===== src/hdl/additive_synth_defines.svh =====
`ifndef ADDITIVE_SYNTH_DEFINES_SVH
`define ADDITIVE_SYNTH_DEFINES_SVH

// Sine table geometry
`define LUT_DEPTH     2048
`define LUT_ADDR_W    11

// Phase accumulators and frequency words share this width
`define PHASE_W       16

`define MAX_HARMONICS 16
`define FREQ_LIMIT    20000   // A step above this sets the too-high flag

// Wide enough for sixteen full-scale harmonics summed
`define MIX_W         21

// Register byte addresses on the AXI4-Lite port
`define REG_CTRL      5'h00
`define REG_FREQ      5'h04
`define REG_OFFSET    5'h08
`define REG_HARM      5'h0C
`define REG_STATUS    5'h10
`define REG_COUNT     5'h14

`endif


===== src/hdl/additive_synth_pkg.sv =====
`include "additive_synth_defines.svh"

package additive_synth_pkg;

	// Configuration as seen by the mixer
	typedef struct packed {
		logic                enable;
		logic [`PHASE_W-1:0] freq;
		logic [`PHASE_W-1:0] offset;
		logic [4:0]          harm_count;   // Always 1 to 16
	} synth_cfg_t;

	typedef struct packed {
		logic [3:0]          index;
		logic [`PHASE_W-1:0] step;         // Accumulated frequency of this harmonic
		logic                first;        // Ignore the stored phase
	} harm_req_t;

	typedef struct packed {
		logic signed [15:0] sample;
		logic               too_high;
	} harm_rsp_t;

	typedef enum logic [4:0] {
		OP_CTRL   = `REG_CTRL,
		OP_FREQ   = `REG_FREQ,
		OP_OFFSET = `REG_OFFSET,
		OP_HARM   = `REG_HARM,
		OP_STATUS = `REG_STATUS,
		OP_COUNT  = `REG_COUNT
	} reg_op_e;

	typedef enum logic [1:0] {SP_IDLE, SP_ADD, SP_ROM, SP_RESP} sp_state_e;

	typedef enum logic [1:0] {MIX_IDLE, MIX_REQ, MIX_WAIT, MIX_PRESENT} mix_state_e;

endpackage


===== src/hdl/synth_regs_axil.sv =====
`timescale 1ns/1ps
`include "additive_synth_defines.svh"

module synth_regs_axil
	import additive_synth_pkg::*;
(
	input  logic        i_Clock,
	input  logic        i_reset,
	input  logic        i_awvalid,
	input  logic [4:0]  i_awaddr,
	output logic        o_awready,
	input  logic        i_wvalid,
	input  logic [31:0] i_wdata,
	output logic        o_wready,
	output logic        o_bvalid,
	output logic [1:0]  o_bresp,
	input  logic        i_bready,
	input  logic        i_arvalid,
	input  logic [4:0]  i_araddr,
	output logic        o_arready,
	output logic        o_rvalid,
	output logic [31:0] o_rdata,
	output logic [1:0]  o_rresp,
	input  logic        i_rready,
	input  logic        i_frame_done,
	input  logic        i_too_high,
	output synth_cfg_t  o_cfg
);

	localparam logic [1:0] RESP_OKAY   = 2'b00;
	localparam logic [1:0] RESP_SLVERR = 2'b10;

	logic        wr_ready_q;
	logic        ar_ready_q;
	logic        aw_accept;
	logic        ar_accept;
	reg_op_e     wr_op;
	reg_op_e     rd_op;
	logic [4:0]  harm_clamped;
	logic [31:0] rd_data;
	logic        rd_err;
	logic        too_high_sticky;
	logic [31:0] frame_count;

	assign o_awready = wr_ready_q;   // AW and W are taken in the same cycle
	assign o_wready  = wr_ready_q;
	assign o_arready = ar_ready_q;
	assign aw_accept = wr_ready_q & i_awvalid & i_wvalid;
	assign ar_accept = ar_ready_q & i_arvalid;
	assign wr_op     = reg_op_e'(i_awaddr);
	assign rd_op     = reg_op_e'(i_araddr);

	always_comb begin
		if (i_wdata == 32'd0)
			harm_clamped = 5'd1;
		else if (i_wdata > `MAX_HARMONICS)
			harm_clamped = 5'(`MAX_HARMONICS);
		else
			harm_clamped = i_wdata[4:0];
	end

	always_comb begin
		rd_data = 32'd0;
		rd_err  = 1'b0;
		case (rd_op)
			OP_CTRL:   rd_data = {31'd0, o_cfg.enable};
			OP_FREQ:   rd_data = {16'd0, o_cfg.freq};
			OP_OFFSET: rd_data = {16'd0, o_cfg.offset};
			OP_HARM:   rd_data = {27'd0, o_cfg.harm_count};
			OP_STATUS: rd_data = {31'd0, too_high_sticky};
			OP_COUNT:  rd_data = frame_count;
			default:   rd_err  = 1'b1;
		endcase
	end

	always_ff @(posedge i_Clock) begin
		if (i_reset) begin
			wr_ready_q       <= 1'b0;
			o_bvalid         <= 1'b0;
			o_bresp          <= RESP_OKAY;
			o_cfg            <= '0;
			o_cfg.harm_count <= 5'd1;
			too_high_sticky  <= 1'b0;
			frame_count      <= 32'd0;
		end else begin
			if (aw_accept) begin
				wr_ready_q <= 1'b0;
				o_bvalid   <= 1'b1;
				o_bresp    <= RESP_OKAY;
				case (wr_op)
					OP_CTRL:   o_cfg.enable     <= i_wdata[0];
					OP_FREQ:   o_cfg.freq       <= i_wdata[15:0];
					OP_OFFSET: o_cfg.offset     <= i_wdata[15:0];
					OP_HARM:   o_cfg.harm_count <= harm_clamped;
					OP_STATUS: if (i_wdata[0]) too_high_sticky <= 1'b0;   // Write one to clear
					OP_COUNT:  ;   // Read only, write is ignored
					default:   o_bresp <= RESP_SLVERR;
				endcase
			end else if (!o_bvalid && !wr_ready_q && i_awvalid && i_wvalid) begin
				wr_ready_q <= 1'b1;
			end
			if (o_bvalid && i_bready)
				o_bvalid <= 1'b0;
			if (i_too_high)
				too_high_sticky <= 1'b1;   // A new event wins over a clear
			if (i_frame_done)
				frame_count <= frame_count + 32'd1;
		end
	end

	always_ff @(posedge i_Clock) begin
		if (i_reset) begin
			ar_ready_q <= 1'b0;
			o_rvalid   <= 1'b0;
			o_rresp    <= RESP_OKAY;
		end else begin
			if (ar_accept) begin
				ar_ready_q <= 1'b0;
				o_rvalid   <= 1'b1;
				o_rresp    <= rd_err ? RESP_SLVERR : RESP_OKAY;
			end else if (!o_rvalid && !ar_ready_q && i_arvalid) begin
				ar_ready_q <= 1'b1;
			end
			if (o_rvalid && i_rready)
				o_rvalid <= 1'b0;
		end
	end

	always_ff @(posedge i_Clock) begin
		if (ar_accept)
			o_rdata <= rd_data;
	end

	assert property (@(posedge i_Clock) disable iff (i_reset) $rose(o_bvalid) |-> $past(aw_accept));
	assert property (@(posedge i_Clock) disable iff (i_reset) $rose(o_rvalid) |-> $past(ar_accept));

endmodule


===== config.mk =====
export PLATFORM = sky130hd
export DESIGN_NAME = synth_regs_axil
export DESIGN_NICKNAME = d
export VERILOG_FILES = /design/src/hdl/additive_synth_pkg.sv /design/src/hdl/synth_regs_axil.sv
export VERILOG_INCLUDE_DIRS = /design/src /design/src/hdl
export SDC_FILE = /design/constraint.sdc
export NUM_CORES = 1
export LEC_CHECK = 0
export BUFFER_PORTS_ARGS = -buffer_cell sky130_fd_sc_hd__buf_2
export CORE_UTILIZATION = 50
export DETAILED_ROUTE_END_ITERATION = 10
export GPL_TIMING_DRIVEN = 0
export PLACE_DENSITY = 0.77
export SYNTH_ARGS = -nofsm -noshare
export SYNTH_HDL_FRONTEND = slang
export SYNTH_SLANG_ARGS = --single-unit

===== constraint.sdc =====
create_clock -name i_Clock -period 5.6 [get_ports i_Clock]
set_clock_uncertainty 0.1 [all_clocks]
set_input_delay 1.12 -clock i_Clock [delete_from_list [all_inputs] [get_ports i_Clock]]
set_output_delay 1.12 -clock i_Clock [all_outputs]
set_load 0.05 [all_outputs]

==> impl_results.md <==
- Category of the critical setup timing path: in -> reg
- Worst slew margin: 0.116
- RSZ-0062 raised after global routing: false
- Count of cells resized by post-cts repair: 0
- Iteration-0 DRC Markers: about 180
- Number of nets at the end of the flow: roughly 670
- Count of yosys warnings during synthesis: 0
- Most frequent standard cell in the layout excluding fill and tap cells: buf_2
- Arrival @ worst endpoint: a little under 3 ns
- Cell count after synthesis: 480
- Total number of H-tree levels: 3
- Post-detailed-route wirelength per cell: approximately 16 um
- Setup TNS: 0 ns
- Height of the die: around 100 um
- Cell depth of the worst flop-to-flop path: 7
- Number of endpoints failing setup at the final stage: 0
- CTS Root Cell: clkbuf_8
- GRT Resource Usage Total: 0.242
- Initial core utilization: 0.520
- Drt first pass iters: 5
- Top-area cell type share of the netlist area: 0.319
- Worst path required time: 5.71 ns
- Vias: 4,195
- Internal cell power: between 1 and 1.5 mW
- Leakage: around 2.5 nW
- Run status: complete, no violations
- Count of input and output buffers: ~120
- Highest clock rate: ~360 MHz
- Remaining number of nets flagged by the antenna check after routing: 0
- Die X-Extent: ~100 um
- Fraction of the yosys area taken by sequential cells: 0.518
- Share of layout cells above drive strength 1: 0.261
- Ant diodes: 0
- Hold Path Cell Cnt: 2
- Number of CTS-inserted buffers: 9
- Number of global-route vias before repair: 3,830
- Wire length of the first global-routing pass: around 19 mm
- Fraction of power consumed by combinational cells: 0.082
- Number of max-cap violations: 0
- Pwr Density: between 200 and 250 nW/um^2
- Die Footprint: ~10,000 sq um
- Max IR drop VDD: approximately 110 uV
- Grt ovf: 0
- Inst Count DP: roughly 730
- Crit Reg-Reg Endpoint: o_cfg[12]$_SDFFE_PP0P_
- Clock latency at the later pin of the worst-skew pair: 0.37 ns
- Clock Tree Buf Depth: 2
- Post-layout min period: ~2.8 ns
- Psw: 0.358 mW
- Worst reg2reg path startpoint: o_awready$_SDFFE_PP0P_
- Relative contribution of sequential cells to total power: 0.599
- Count of hold buffers inserted by post-cts repair: 0
- Pin count of the biggest net entering global routing: 34
- Least-Margin Pin Slew: between 1 and 1.5 ns
- Post-CTS Repair Setup Buffers: 0
- Worst Hold Endpoint: frame_count[31]$_SDFFE_PP0P_
- Clock transition at path regs: about 0.11 ns
- Number of unique standard cell types used by synthesis: approximately 50
- Worst hold-check path type: reg -> reg
- Hpwl dp: 8.60 mm
- Register-to-register path setup slack: 3.32 ns
- Total clock sinks: around 110
- Core outline area: between 9000 and 10,000 sq um
- Portion of the clock cycle consumed by the worst path in the final layout: 0.502
- Min-delay src: frame_count[31]$_SDFFE_PP0P_
- Post-synth top area cell: dfxtp_1
- Critical Path Source Type: input pin
- Routed vias/inst: 5.60
- Clock share of power: 0.320
- Final hold violation count: 0
- Critical Path End Type: register
- Commonest non-fill, non-tap cells in the layout: buf_2, dfxtp_1, nor2_1
- TritonCTS clock tree: done
- Antenna violations before repair: 0
- Total wirelength of the detailed-routed design: 11.8 mm
- Flip-flop and latch count after synthesis: approximately 110
- Post-Syn Area: 4830 sq um
- Avg Synthesized Cell Area: just over 10 sq um
- Number of max-slew violations in the final report: 0
- Cell types occupying the most area after synthesis: dfxtp_1, edfxtp_1, mux2i_1, nor2_1, nand2_1
- Switching part of the total: 0.260
- Post-route insts no fill: between 700 and 800
- RePlAce Congestion: 0.860
- Post-detailed-route DRC marker count: 0
- Row count: 35
- Relative area change from synthesis to final layout: 19.8%
- Peak fanout along the critical path: 10
- Top-level I/O count: 130
how the worst max path moves through the flow:
stage / start / endpoint / slack, ns / depth (start not counted)
global placement: i_araddr[4] / o_rdata[6]$_DFFE_PP_ / 2.49 / 7
floorplan: i_araddr[4] / o_rdata[11]$_DFFE_PP_ / 2.81 / 7
finish: i_araddr[4] / o_rdata[9]$_DFFE_PP_ / 2.79 / 7
detailed placement: i_araddr[4] / o_rdata[9]$_DFFE_PP_ / 2.45 / 7
global route: i_araddr[4] / o_rdata[9]$_DFFE_PP_ / 2.70 / 7
CTS: i_araddr[4] / o_rdata[9]$_DFFE_PP_ / 2.84 / 7
metal layers:
metal	part of all wire	up-vias	wire, um	GRT usage
met3	0.076	13	893	0.0432
met5	0	-	0	0
li1	-	2025	-	-
met2	0.47	164	5570	0.402
met1	0.44	1993	5210	0.320
met4	0.011	0	131	0.0780
synth_stat cells, drive strengths merged:
master / count
nor2b: 2
mux4: 1
xor2: 5
nor4: 10
nor3: 15
nand3b: 1
a22o: 3
a2111oi: 1
nand2: 32
a221o: 1
nor3b: 3
o31ai: 10
o41ai: 3
conb: 1
and3: 2
and4: 3
a21oi: 22
or4b: 1
or4: 16
edfxtp: 32
o22ai: 4
nand4: 10
a221oi: 1
o21ai: 18
mux2: 2
and2: 13
buf: 15
dfxtp: 77
clkbuf: 16
nand3: 10
inv: 10
a31o: 1
a211oi: 2
mux2i: 56
nor2: 59
nand4b: 4
ha: 1
or3: 12
xnor2: 5
sequential cells by signal, summed over array words and instances, names as in the netlist:
signal	cells
o_rvalid	1
o_rdata	32
o_bresp	1
o_awready	1
o_cfg	38
too_high_sticky	1
frame_count	32
o_rresp	1
o_arready	1
o_bvalid	1
metrics by stage:
stage	utilization	area (sq um)	setup WS (ns)	hold slack, ns	power (mW)
finish	0.623	5780	2.79	0.386	1.38
global route	0.623	5780	2.70	0.416	1.43
CTS	0.623	5780	2.84	0.385	1.38
detailed placement	0.604	5610	2.45	0.371	0.956
global placement	0.604	5610	2.49	0.360	0.953
floorplan	-	4830	2.81	0.346	0.912
cell families after synthesis:
group / count (synthesis) / share of synthesized area
xor+xnor: 10 / 0.0181
flops: 109 / 0.518
mux: 59 / 0.125
compound gates: 66 / 0.0837
other cells: 1 / 0.000777
buf+inv: 41 / 0.0389
fa+ha+maj: 1 / 0.00259
simple gates: 193 / 0.212
worst max-delay path, stage by stage:
cell,delay (ns)
buf_2,0.21
or4b_2,0.70
clkbuf_1,0.20
nor2_1,0.23
buf_2,0.30
nand2_1,0.07
o21ai_0,0.09
power groups by stage:
stage | clock network, mW | logic [mW] | registers [mW]
CTS | 0.446 | 0.113 | 0.825
floorplan | 0 | 0.0429 | 0.869
detailed placement | 0 | 0.113 | 0.843
global placement | 0 | 0.110 | 0.843
finish | 0.440 | 0.113 | 0.825
global route | 0.478 | 0.121 | 0.827
layout make-up:
cell class / instances / area, sq um
clock buffers: 10 / 128
flip-flops and latches: 109 / 2500
repair buffers: 123 / 616
clock inverters: 6 / 48.8
inverters: 10 / 37.5
plain buffers: 31 / 150
multi-input cells: 331 / 2140
well taps: 129 / 161
fillers: 797 / 3500
No activity file was read; power rests on OpenSTA's default activity.
