===== config.mk =====
export PLATFORM = sky130hd
export DESIGN_NAME = harmonic_mixer
export DESIGN_NICKNAME = d
export VERILOG_FILES = /design/src/hdl/additive_synth_pkg.sv /design/src/hdl/harmonic_mixer.sv
export VERILOG_INCLUDE_DIRS = /design/src /design/src/hdl
export SDC_FILE = /design/constraint.sdc
export NUM_CORES = 1
export LEC_CHECK = 0
export ABC_CLOCK_PERIOD_IN_PS = 4600
export CELL_PAD_IN_SITES_DETAIL_PLACEMENT = 1
export CELL_PAD_IN_SITES_GLOBAL_PLACEMENT = 1
export CORE_MARGIN = 1
export CORE_UTILIZATION = 45
export CTS_CLUSTER_SIZE = 12
export DETAILED_ROUTE_END_ITERATION = 8
export DONT_BUFFER_PORTS = 1
export HOLD_SLACK_MARGIN = 0.02
export PLACE_DENSITY = 0.73
export SYNTH_ARGS = -nofsm -noshare
export SYNTH_HDL_FRONTEND = slang
export SYNTH_SLANG_ARGS = --single-unit

===== constraint.sdc =====
create_clock -name i_Clock -period 4.6 [get_ports i_Clock]
set_input_delay 0 -clock i_Clock [delete_from_list [all_inputs] [get_ports i_Clock]]
set_output_delay 0 -clock i_Clock [all_outputs]
set_load 0.01 [all_outputs]

===== src/hdl/additive_synth_defines.svh =====
`ifndef ADDITIVE_SYNTH_DEFINES_SVH
`define ADDITIVE_SYNTH_DEFINES_SVH

// Sine table geometry
`define LUT_DEPTH     2048
`define LUT_ADDR_W    11

// Phase accumulators and frequency words share this width
`define PHASE_W       16

`define MAX_HARMONICS 16
`define FREQ_LIMIT    20000   // A step above this sets the too-high flag

// Wide enough for sixteen full-scale harmonics summed
`define MIX_W         21

// Register byte addresses on the AXI4-Lite port
`define REG_CTRL      5'h00
`define REG_FREQ      5'h04
`define REG_OFFSET    5'h08
`define REG_HARM      5'h0C
`define REG_STATUS    5'h10
`define REG_COUNT     5'h14

`endif


===== src/hdl/additive_synth_pkg.sv =====
`include "additive_synth_defines.svh"

package additive_synth_pkg;

	// Configuration as seen by the mixer
	typedef struct packed {
		logic                enable;
		logic [`PHASE_W-1:0] freq;
		logic [`PHASE_W-1:0] offset;
		logic [4:0]          harm_count;   // Always 1 to 16
	} synth_cfg_t;

	typedef struct packed {
		logic [3:0]          index;
		logic [`PHASE_W-1:0] step;         // Accumulated frequency of this harmonic
		logic                first;        // Ignore the stored phase
	} harm_req_t;

	typedef struct packed {
		logic signed [15:0] sample;
		logic               too_high;
	} harm_rsp_t;

	typedef enum logic [4:0] {
		OP_CTRL   = `REG_CTRL,
		OP_FREQ   = `REG_FREQ,
		OP_OFFSET = `REG_OFFSET,
		OP_HARM   = `REG_HARM,
		OP_STATUS = `REG_STATUS,
		OP_COUNT  = `REG_COUNT
	} reg_op_e;

	typedef enum logic [1:0] {SP_IDLE, SP_ADD, SP_ROM, SP_RESP} sp_state_e;

	typedef enum logic [1:0] {MIX_IDLE, MIX_REQ, MIX_WAIT, MIX_PRESENT} mix_state_e;

endpackage


===== src/hdl/harmonic_mixer.sv =====
`timescale 1ns/1ps
`include "additive_synth_defines.svh"

module harmonic_mixer
	import additive_synth_pkg::*;
(
	input  logic                    i_Clock,
	input  logic                    i_reset,
	input  synth_cfg_t              i_cfg,
	input  logic                    i_rsp_valid,
	input  harm_rsp_t               i_rsp,
	input  logic                    i_sample_ready,
	output logic                    o_req_valid,
	output harm_req_t               o_req,
	output logic                    o_sample_valid,
	output logic signed [`MIX_W-1:0] o_sample_data,
	output logic                    o_frame_done,
	output logic                    o_too_high
);

	mix_state_e               state;
	synth_cfg_t               cfg_q;
	logic [3:0]               idx_q;
	logic [`PHASE_W-1:0]      step_q;
	logic signed [`MIX_W-1:0] acc_q;
	logic signed [`MIX_W-1:0] rsp_ext;
	logic                     too_high_acc;
	logic                     first_q;
	logic                     first_pending;
	logic                     enable_d;
	logic                     enable_rise;
	logic                     frame_start;
	logic                     last_harm;

	assign enable_rise = i_cfg.enable & ~enable_d;
	assign frame_start = (state == MIX_IDLE) && i_cfg.enable;
	assign last_harm   = ({1'b0, idx_q} + 5'd1) == cfg_q.harm_count;
	assign rsp_ext     = {{(`MIX_W-16){i_rsp.sample[15]}}, i_rsp.sample};

	always_ff @(posedge i_Clock) begin
		if (i_reset) begin
			state          <= MIX_IDLE;
			o_req_valid    <= 1'b0;
			o_sample_valid <= 1'b0;
			o_frame_done   <= 1'b0;
			o_too_high     <= 1'b0;
			enable_d       <= 1'b0;
			first_pending  <= 1'b0;
		end else begin
			enable_d     <= i_cfg.enable;
			o_frame_done <= 1'b0;
			o_too_high   <= 1'b0;
			if (frame_start)
				first_pending <= 1'b0;
			else if (enable_rise)
				first_pending <= 1'b1;

			case (state)
				MIX_IDLE: if (frame_start) state <= MIX_REQ;
				MIX_REQ: begin
					o_req_valid <= 1'b1;   // Low for this one cycle between harmonics
					state       <= MIX_WAIT;
				end
				MIX_WAIT: begin
					if (i_rsp_valid) begin
						o_req_valid <= 1'b0;
						if (last_harm) begin
							o_sample_valid <= 1'b1;
							o_too_high     <= too_high_acc | i_rsp.too_high;
							state          <= MIX_PRESENT;
						end else begin
							state <= MIX_REQ;
						end
					end
				end
				MIX_PRESENT: begin
					if (i_sample_ready) begin
						o_sample_valid <= 1'b0;
						o_frame_done   <= 1'b1;
						state          <= MIX_IDLE;
					end
				end
				default: state <= MIX_IDLE;
			endcase
		end
	end

	// Per-frame working values
	always_ff @(posedge i_Clock) begin
		if (frame_start) begin
			cfg_q        <= i_cfg;
			step_q       <= i_cfg.freq;   // Harmonic 1 steps by the fundamental
			idx_q        <= '0;
			acc_q        <= '0;
			too_high_acc <= 1'b0;
			first_q      <= first_pending | enable_rise;
		end else if (state == MIX_WAIT && i_rsp_valid) begin
			acc_q        <= acc_q + rsp_ext;
			too_high_acc <= too_high_acc | i_rsp.too_high;
			idx_q        <= idx_q + 4'd1;
			step_q       <= step_q + cfg_q.freq + cfg_q.offset;
			if (last_harm)
				o_sample_data <= acc_q + rsp_ext;
		end
	end

	assign o_req.index = idx_q;
	assign o_req.step  = step_q;
	assign o_req.first = first_q;

	assert property (@(posedge i_Clock) disable iff (i_reset)
		o_sample_valid && !i_sample_ready |=> o_sample_valid && $stable(o_sample_data));

endmodule


==> impl_metrics.tcl, run 1 <==
set metrics [dict create \
    switching_power_mw 1.069 \
    syn_inst 458 \
    p_int_mw 2.102 \
    dieArea_sq_mm 0.01271 \
    cp_slowest_cell "fa_1" \
    hold_class "input port to register" \
    final_antenna_net_count 0 \
    clockPowerShare 0.248 \
    row_count 40 \
    place_ws_ns 1.513 \
    gp_congestion 0.7870 \
    powerDensity_mw_per_mm2 491.3 \
    syn_area_per_cell_sq_um 12.05 \
    critPathKind "register to register" \
    p_comb_frac 0.337 \
    dp_hpwl_mm 8.564 \
    clock_latency_ns 0.36 \
    critPathMostFrequentCell "o31ai_1" \
    regArea_sq_mm 0.002933 \
    layout-drive-gt1-share 0.06055 \
    die_h_microns 112.7 \
    htree_levels 3 \
    post_cts_resize_count 0 \
    die_w_microns 112.7 \
    n_antenna_cell 0 \
    crit_required_ns 4.69 \
    hold_violations 0 \
    crit_arrival_ns 3.18 \
    cts_tree "yes" \
    syn_area_sq_mm 0.005518 \
    timing.fmax_ghz 0.3235 \
    antenna_found_initial 0 \
    netlist.area_leader.share 0.4082 \
    cts-root-buf "clkbuf_16" \
    fill_cells 1258 \
    drc 0 \
    p_sw_frac 0.3371 \
    drtIter0Drc 144 \
    grt_use_total 0.2202 \
    slew_violations 0 \
    grt_pass1_wl_mm 21.46 \
    nNetsFinal 618 \
    p_leak_nw 2.528 \
    rsz0062_at_grt "no" \
    port-buffer-count 0 \
    tightest_slew_ns 0.7448 \
    post-route-period-util 0.6719 \
    syn_to_final_growth_pct 16.98 \
    synth_top_flop_cell "edfxtp_1" \
    ys_ff_latch 109 \
    grt_max_degree 57 \
    crit_chain "fa_1, ha_1, a21o_1, a21oi_2, o31ai_1, a211oi_1, nor4_1, o21a_1, o31ai_1" \
    synth_enable_flop_cells 75 \
    seq_area_frac_synth 0.5315 \
    clock_sinks 109 \
    finalSetupTns_ns 0 \
    synth_nets 569 \
    status "finished, final reports clean" \
    multi_input_area_sq_mm 0.002475 \
    yosys-top-cells-area "edfxtp_1 (41%), dfxtp_1 (12%), ha_1 (7.9%)" \
    vias 3759 \
    slowest_delay_ns 0.54 \
    slew_headroom 0.5020 \
    grt_overflow_total 0 \
    firstDrtPassIters 4 \
    yosysWarnings 0 \
    fin_crit_ns 3.091 \
    cts_made_buffers 9 \
    drv_cap 0 \
    grt_pass1_vias 4172 \
    viasPerCell 5.704 \
    critPathMaxFanout 3 \
    core-area_sq_mm 0.01196 \
    yosys.cell_types.count 52 \
    ioPinCount 105 \
    routed_wl_mm 13.00 \
    crit_path_start_kind "register" \
    crit_path_end_kind "register" \
    synth_top_cell_by_area "edfxtp_1" \
    final-setup-viol-count 0 \
    clock_skew_ns 0.01102 \
    p_seq_frac 0.415 \
    ir_worst_vdd_v 0.0002131 \
    setup_ws_ns 1.509 \
    initial_utilization 0.4613 \
    clockBufferDepth 2 \
    cts.clk_slew.worst_paths_ns 0.08 \
    async_flop_share 0 \
    wl_per_cell_microns 19.73 \
]
registers in the layout (all words and copies together) (netlist names):
name,flops
state,2
step_q,16
o_frame_done,1
enable_d,1
first_q,1
cfg_q,37
idx_q,4
acc_q,21
too_high_acc,1
o_sample_data,21
o_req_valid,1
o_sample_valid,1
first_pending,1
o_too_high,1
timing repair:
item / CTS / global route
hold endpoints to repair: 69 / 0
setup endpoints to repair: 0 / 0
buffers inserted: 0 / 0
hold buffers: 46 / 0
path summary, 6_finish.rpt:
kind                   from          endpoint  slack [ns]  cells past startpoint
setup / recovery  step_q[2]        step_q[14]        1.51                      9
hold / removal     i_rsp[3]  o_sample_data[2]        0.06                      2
setup reg to reg  step_q[2]        step_q[14]        1.51                      9
hold reg to reg    acc_q[8]          acc_q[8]        0.48                      1
power by group through the flow:
stage,registers [mW],logic [mW],clock network (mW)
floorplan,1.31,0.796,0
global placement,1.34,0.964,0
detailed placement,1.34,1.01,0
CTS,1.32,1.07,0.811
global route,1.33,1.21,0.843
finish,1.32,1.07,0.786
cells in the mapped netlist, types with 2 or more instances:
library cell and n:
nor3_1 9, o21ai_0 19, nand4_1 6, o21a_1 5, xor2_1 14, nor4_1 2
nand2_1 31, fa_1 17, buf_1 2, nor2_1 27, a41oi_1 2, o21ai_1 7
ha_1 35, a21o_1 14, a31oi_1 3, nor2b_1 3, o21bai_1 3, a21oi_1 32
a21oi_2 2, dfxtp_1 34, a221oi_2 2, a22o_1 21, xnor2_1 23, inv_1 18
nand3b_1 2, or3_1 2, clkbuf_1 8, o31ai_1 6, edfxtp_1 75, and3_1 5
a211oi_1 4, nand3_1 4, nand2b_1 2
through the flow:
step	hold slack, ns	std cells	area, sq um	utilization	power (mW)
2_1_floorplan	0.06907	458	5518	-	2.110
3_3_place_gp	0.07194	597	5689	0.4756	2.299
3_5_place_dp	0.07614	597	5689	0.4756	2.352
4_1_cts	0.04248	659	6455	0.5396	3.196
5_1_grt	0.07418	659	6455	0.5396	3.388
6_report	0.05744	659	6455	0.5396	3.171
layout make-up:
class / instances / share of cell area
flip-flops and latches: 109 / 0.4544
multi-input cells: 319 / 0.3834
repair buffers: 50 / 0.07598
clock buffers: 13 / 0.04361
well taps: 147 / 0.02849
inverters: 18 / 0.01047
clock inverters: 3 / 0.003683
cell usage in the layout, fill, tap and decap left out, drive strengths merged, types with 2 or more instances in the layout:
cell type,instances
buf,4
nand2,31
inv,20
a21oi,34
nand3,4
o21ai,27
a22o,21
nor2b,3
and3,5
o21a,5
o21bai,3
nor3,9
nand2b,2
a211oi,5
or3,2
ha,35
a21o,14
nor2,27
a41oi,2
dfxtp,34
edfxtp,75
xor2,14
dlygate4sd3,46
or2,2
nor4,2
fa,17
nand3b,2
a221oi,2
nand4,6
xnor2,23
a31oi,3
o31ai,6
clkbuf,13
worst max-delay path: cells and delay by family (launching register included):
kind	cells	cell delay (ns)
adder cells (fa/ha/maj)	2	0.84
AO/OA/AOI/OAI	6	1.14
AND/OR/NAND/NOR	1	0.38
flip-flops	1	0.46
per-layer routing:
layer	track usage	share of wire
met1	0.2356	0.39
met2	0.4049	0.53
met3	0.06856	0.050
met4	0.08356	0.026
met5	0	0
kinds of logic (layout without fill, tap and decap cells):
logic type,Yosys count,after routing,synth area share
AOI/OAI and AO/OA,130,130,0.1612
buffers and inverters,30,84,0.02131
adders and majority gates,52,52,0.1410
and+or+nand+nor,100,100,0.08617
xor gates and xnor gates,37,37,0.05873
DFF,109,109,0.5315
No activity file was read; power rests on OpenSTA's default activity.
==> inputs of run 2 (changes only) <==
--- a/config.mk
+++ b/config.mk
@@ -6,16 +6,17 @@
 export SDC_FILE = /design/constraint.sdc
 export NUM_CORES = 1
 export LEC_CHECK = 0
-export ABC_CLOCK_PERIOD_IN_PS = 4600
+export ABC_AREA = 1
+export ABC_CLOCK_PERIOD_IN_PS = 2650
 export CELL_PAD_IN_SITES_DETAIL_PLACEMENT = 1
 export CELL_PAD_IN_SITES_GLOBAL_PLACEMENT = 1
 export CORE_MARGIN = 1
-export CORE_UTILIZATION = 45
+export CORE_UTILIZATION = 43
 export CTS_CLUSTER_SIZE = 12
 export DETAILED_ROUTE_END_ITERATION = 8
 export DONT_BUFFER_PORTS = 1
 export HOLD_SLACK_MARGIN = 0.02
-export PLACE_DENSITY = 0.73
+export PLACE_DENSITY = 0.77
 export SYNTH_ARGS = -nofsm -noshare
 export SYNTH_HDL_FRONTEND = slang
 export SYNTH_SLANG_ARGS = --single-unit
==> constraint.sdc (replaced) <==
create_clock -name i_Clock -period 2.65 [get_ports i_Clock]
set_input_delay 0 -clock i_Clock [delete_from_list [all_inputs] [get_ports i_Clock]]
set_output_delay 0 -clock i_Clock [all_outputs]
set_load 0.01 [all_outputs]
==> impl_metrics.tcl, run 2 <==
set metrics [dict create \
    drc 0 \
    reg_top3 "cfg_q: 37 flops, acc_q: 21 flops, o_sample_data: 21 flops" \
    htree_levels 3 \
    hold_class "input port to register" \
    nNetsFinal 901 \
    yosys-top-cells-area "edfxtp_1 (36%), nand2_1 (15%), dfxtp_1 (11%)" \
    tightest_slew_ns 0.6638 \
    hold_violations 0 \
    synth_enable_flop_cells 75 \
    r2r_slack_ns 0.12 \
    grt_use_total 0.2343 \
    die_h_microns 122.6 \
    crit_end "step_q[13]" \
    timing.fmax_ghz 0.3946 \
    dp_hpwl_mm 12.37 \
    rr_worst_depth 13 \
    largest_register_ff_count 37 \
    synth_nets 835 \
    syn_to_final_growth_pct 17.22 \
    final_common_cell "nand2_1" \
    whs_ns 0.03936 \
    fill_cells 1673 \
    ioPinCount 105 \
    clock_skew_ns 0.01168 \
    cts_made_buffers 9 \
    layout_common_cells "nand2_1 (246), inv_1 (85), edfxtp_1 (75)" \
    yosys.cell_types.count 33 \
    yosysWarnings 0 \
    viasPerCell 5.172 \
    async_flop_share 0 \
    crit_required_ns 2.77 \
    place_ws_ns 0.01059 \
    initial_utilization 0.4455 \
    syn_area_per_cell_sq_um 8.641 \
    cts-root-buf "clkbuf_16" \
    dieArea_sq_mm 0.01504 \
    grt_pass1_vias 5481 \
    p_leak_nw 3.361 \
    antenna_found_initial 0 \
    row_count 43 \
    final_cells 975 \
    gp_congestion 0.8703 \
    grt_overflow_total 0 \
    final-setup-viol-count 0 \
    grt_max_degree 38 \
    n_antenna_cell 0 \
    seq_area_frac_synth 0.4688 \
    ys_ff_latch 109 \
    clock_latency_ns 0.36 \
    drtIter0Drc 219 \
    yosys-top-cells-count "nand2_1 (249), inv_1 (87), edfxtp_1 (75)" \
    fin_crit_ns 2.534 \
    powerDensity_mw_per_mm2 906.9 \
    yosysMostFrequentCell "nand2_1" \
    drv_cap 0 \
    crit_arrival_ns 2.65 \
    multi_input_area_sq_mm 0.002977 \
    cts_tree "yes" \
    status "finished, final reports clean" \
    syn_area_sq_mm 0.006256 \
    critPathKind "register to register" \
    r2r_end "step_q[13]" \
    grt_pass1_wl_mm 26.65 \
    slew_violations 0 \
    critPathMaxFanout 2 \
    regArea_sq_mm 0.002933 \
    core-area_sq_mm 0.01404 \
    slew_headroom 0.5568 \
    crit_path_end_kind "register" \
    p_total_mw 6.651 \
    die_w_microns 122.6 \
    port-buffer-count 0 \
    routed_wl_mm 16.68 \
    post-route-period-util 0.9563 \
    netlist.area_leader.share 0.3600 \
    top_register "cfg_q" \
    firstDrtPassIters 4 \
    crit_path_start_kind "register" \
    final_core_util 0.5222 \
    vias 5043 \
    clock_sinks 109 \
    reg2reg_from "cfg_q[22]" \
    final_antenna_net_count 0 \
    dp.cells 909 \
    synth_top_flop_cell "edfxtp_1" \
    wl_per_cell_microns 17.11 \
    synth_top_cell_by_area "edfxtp_1" \
    cts.clk_slew.worst_paths_ns 0.07 \
    layout-drive-gt1-share 0.07925 \
    ir_worst_vdd_v 0.0003988 \
    setup_ws_ns 0.1158 \
    syn_inst 724 \
    clockBufferDepth 2 \
    critPathLaunch "cfg_q[22]" \
]
run 2: changes by cell type in the layout (fill, tap and decap cells not counted), moves of 8 or more:
cell / before / now
xnor2_1: 23 / 6
nor2_1: 24 / 43
a21oi_1: 32 / 21
nand3b_1: 2 / 11
inv_1: 17 / 85
a22o_1: 21 / 6
and2_1: 1 / 12
a21o_1: 14 / 1
nand2_2: 0 / 8
buf_4: 4 / 16
nand3_1: 4 / 48
nand2_1: 31 / 246
run 2: cell families (layout without fill, tap and decap cells):
group / Yosys count / count (layout) / share of synthesized area
simple gates: 391 / 391 / 0.2676
flops: 109 / 109 / 0.4688
buf+inv: 100 / 171 / 0.06360
compound gates: 53 / 53 / 0.04880
fa+ha+maj: 52 / 52 / 0.1244
xor+xnor: 18 / 18 / 0.02520
mux: 1 / 1 / 0.001600
run 2: critical path: stages, from the launching register on:
cell	delay, ns
edfxtp_1	0.41
fa_1	0.55
ha_2	0.19
inv_2	0.04
fa_2	0.38
inv_2	0.08
nand3_2	0.06
nand2_2	0.08
buf_6	0.09
nand4_1	0.11
nand3_1	0.13
nand2_1	0.06
nand3_1	0.07
nand2_1	0.05
run 2: worst min-delay path by stage:
| stage | from | to | slack, ns | cells past startpoint |
|---|---|---|---|---|
| after floorplan | i_reset | o_req_valid | 0.07 | 1 |
| after global placement | i_reset | o_req_valid | 0.07 | 1 |
| after detailed placement | i_reset | o_req_valid | 0.08 | 1 |
| after CTS | i_rsp[16] | acc_q[19] | 0.03 | 4 |
| after global routing | i_rsp[16] | acc_q[19] | 0.06 | 4 |
| final | i_rsp[16] | acc_q[19] | 0.04 | 4 |
run 2: repair_timing:
item	CTS	global route
setup endpoints to repair	1	7
buffers inserted	1	3
pin swaps	0	5
hold endpoints to repair	71	0
hold buffers	46	0
gates resized for setup	1	17
run 2: area by class of cell:
cell class              instances  share of cell area
clock buffers                  12             0.03225
clock inverters                 4            0.003412
inverters                      92             0.04709
multi-input cells             515              0.4059
flip-flops and latches        109              0.3999
well taps                     180             0.03071
repair buffers                 63             0.08070
run 2: where the power goes:
part | leakage (nW) | switching (mW) | internal [mW] | total, mW
logic | 2.25 | 1.80 | 1.20 | 3.00
clock network | 0.131 | 0.605 | 0.638 | 1.24
registers | 0.983 | 0.232 | 2.17 | 2.41
total | 3.36 | 2.64 | 4.01 | 6.65
run 2: routing by layer:
layer | part of all wire | global-route usage | vias to the layer above
li1 | - | - | 2479
met1 | 0.41 | 0.2528 | 2436
met2 | 0.53 | 0.4389 | 97
met3 | 0.035 | 0.05390 | 31
met4 | 0.027 | 0.08994 | 0
met5 | 0 | 0 | -
run 2: stage by stage:
| step | setup TNS (ns) | instance area (sq um) |
|---|---|---|
| floorplan | 0 | 6256 |
| global placement | 0 | 6526 |
| detailed placement | 0 | 6526 |
| CTS | 0 | 7258 |
| global route | -0.01993 | 7333 |
| finish | 0 | 7333 |
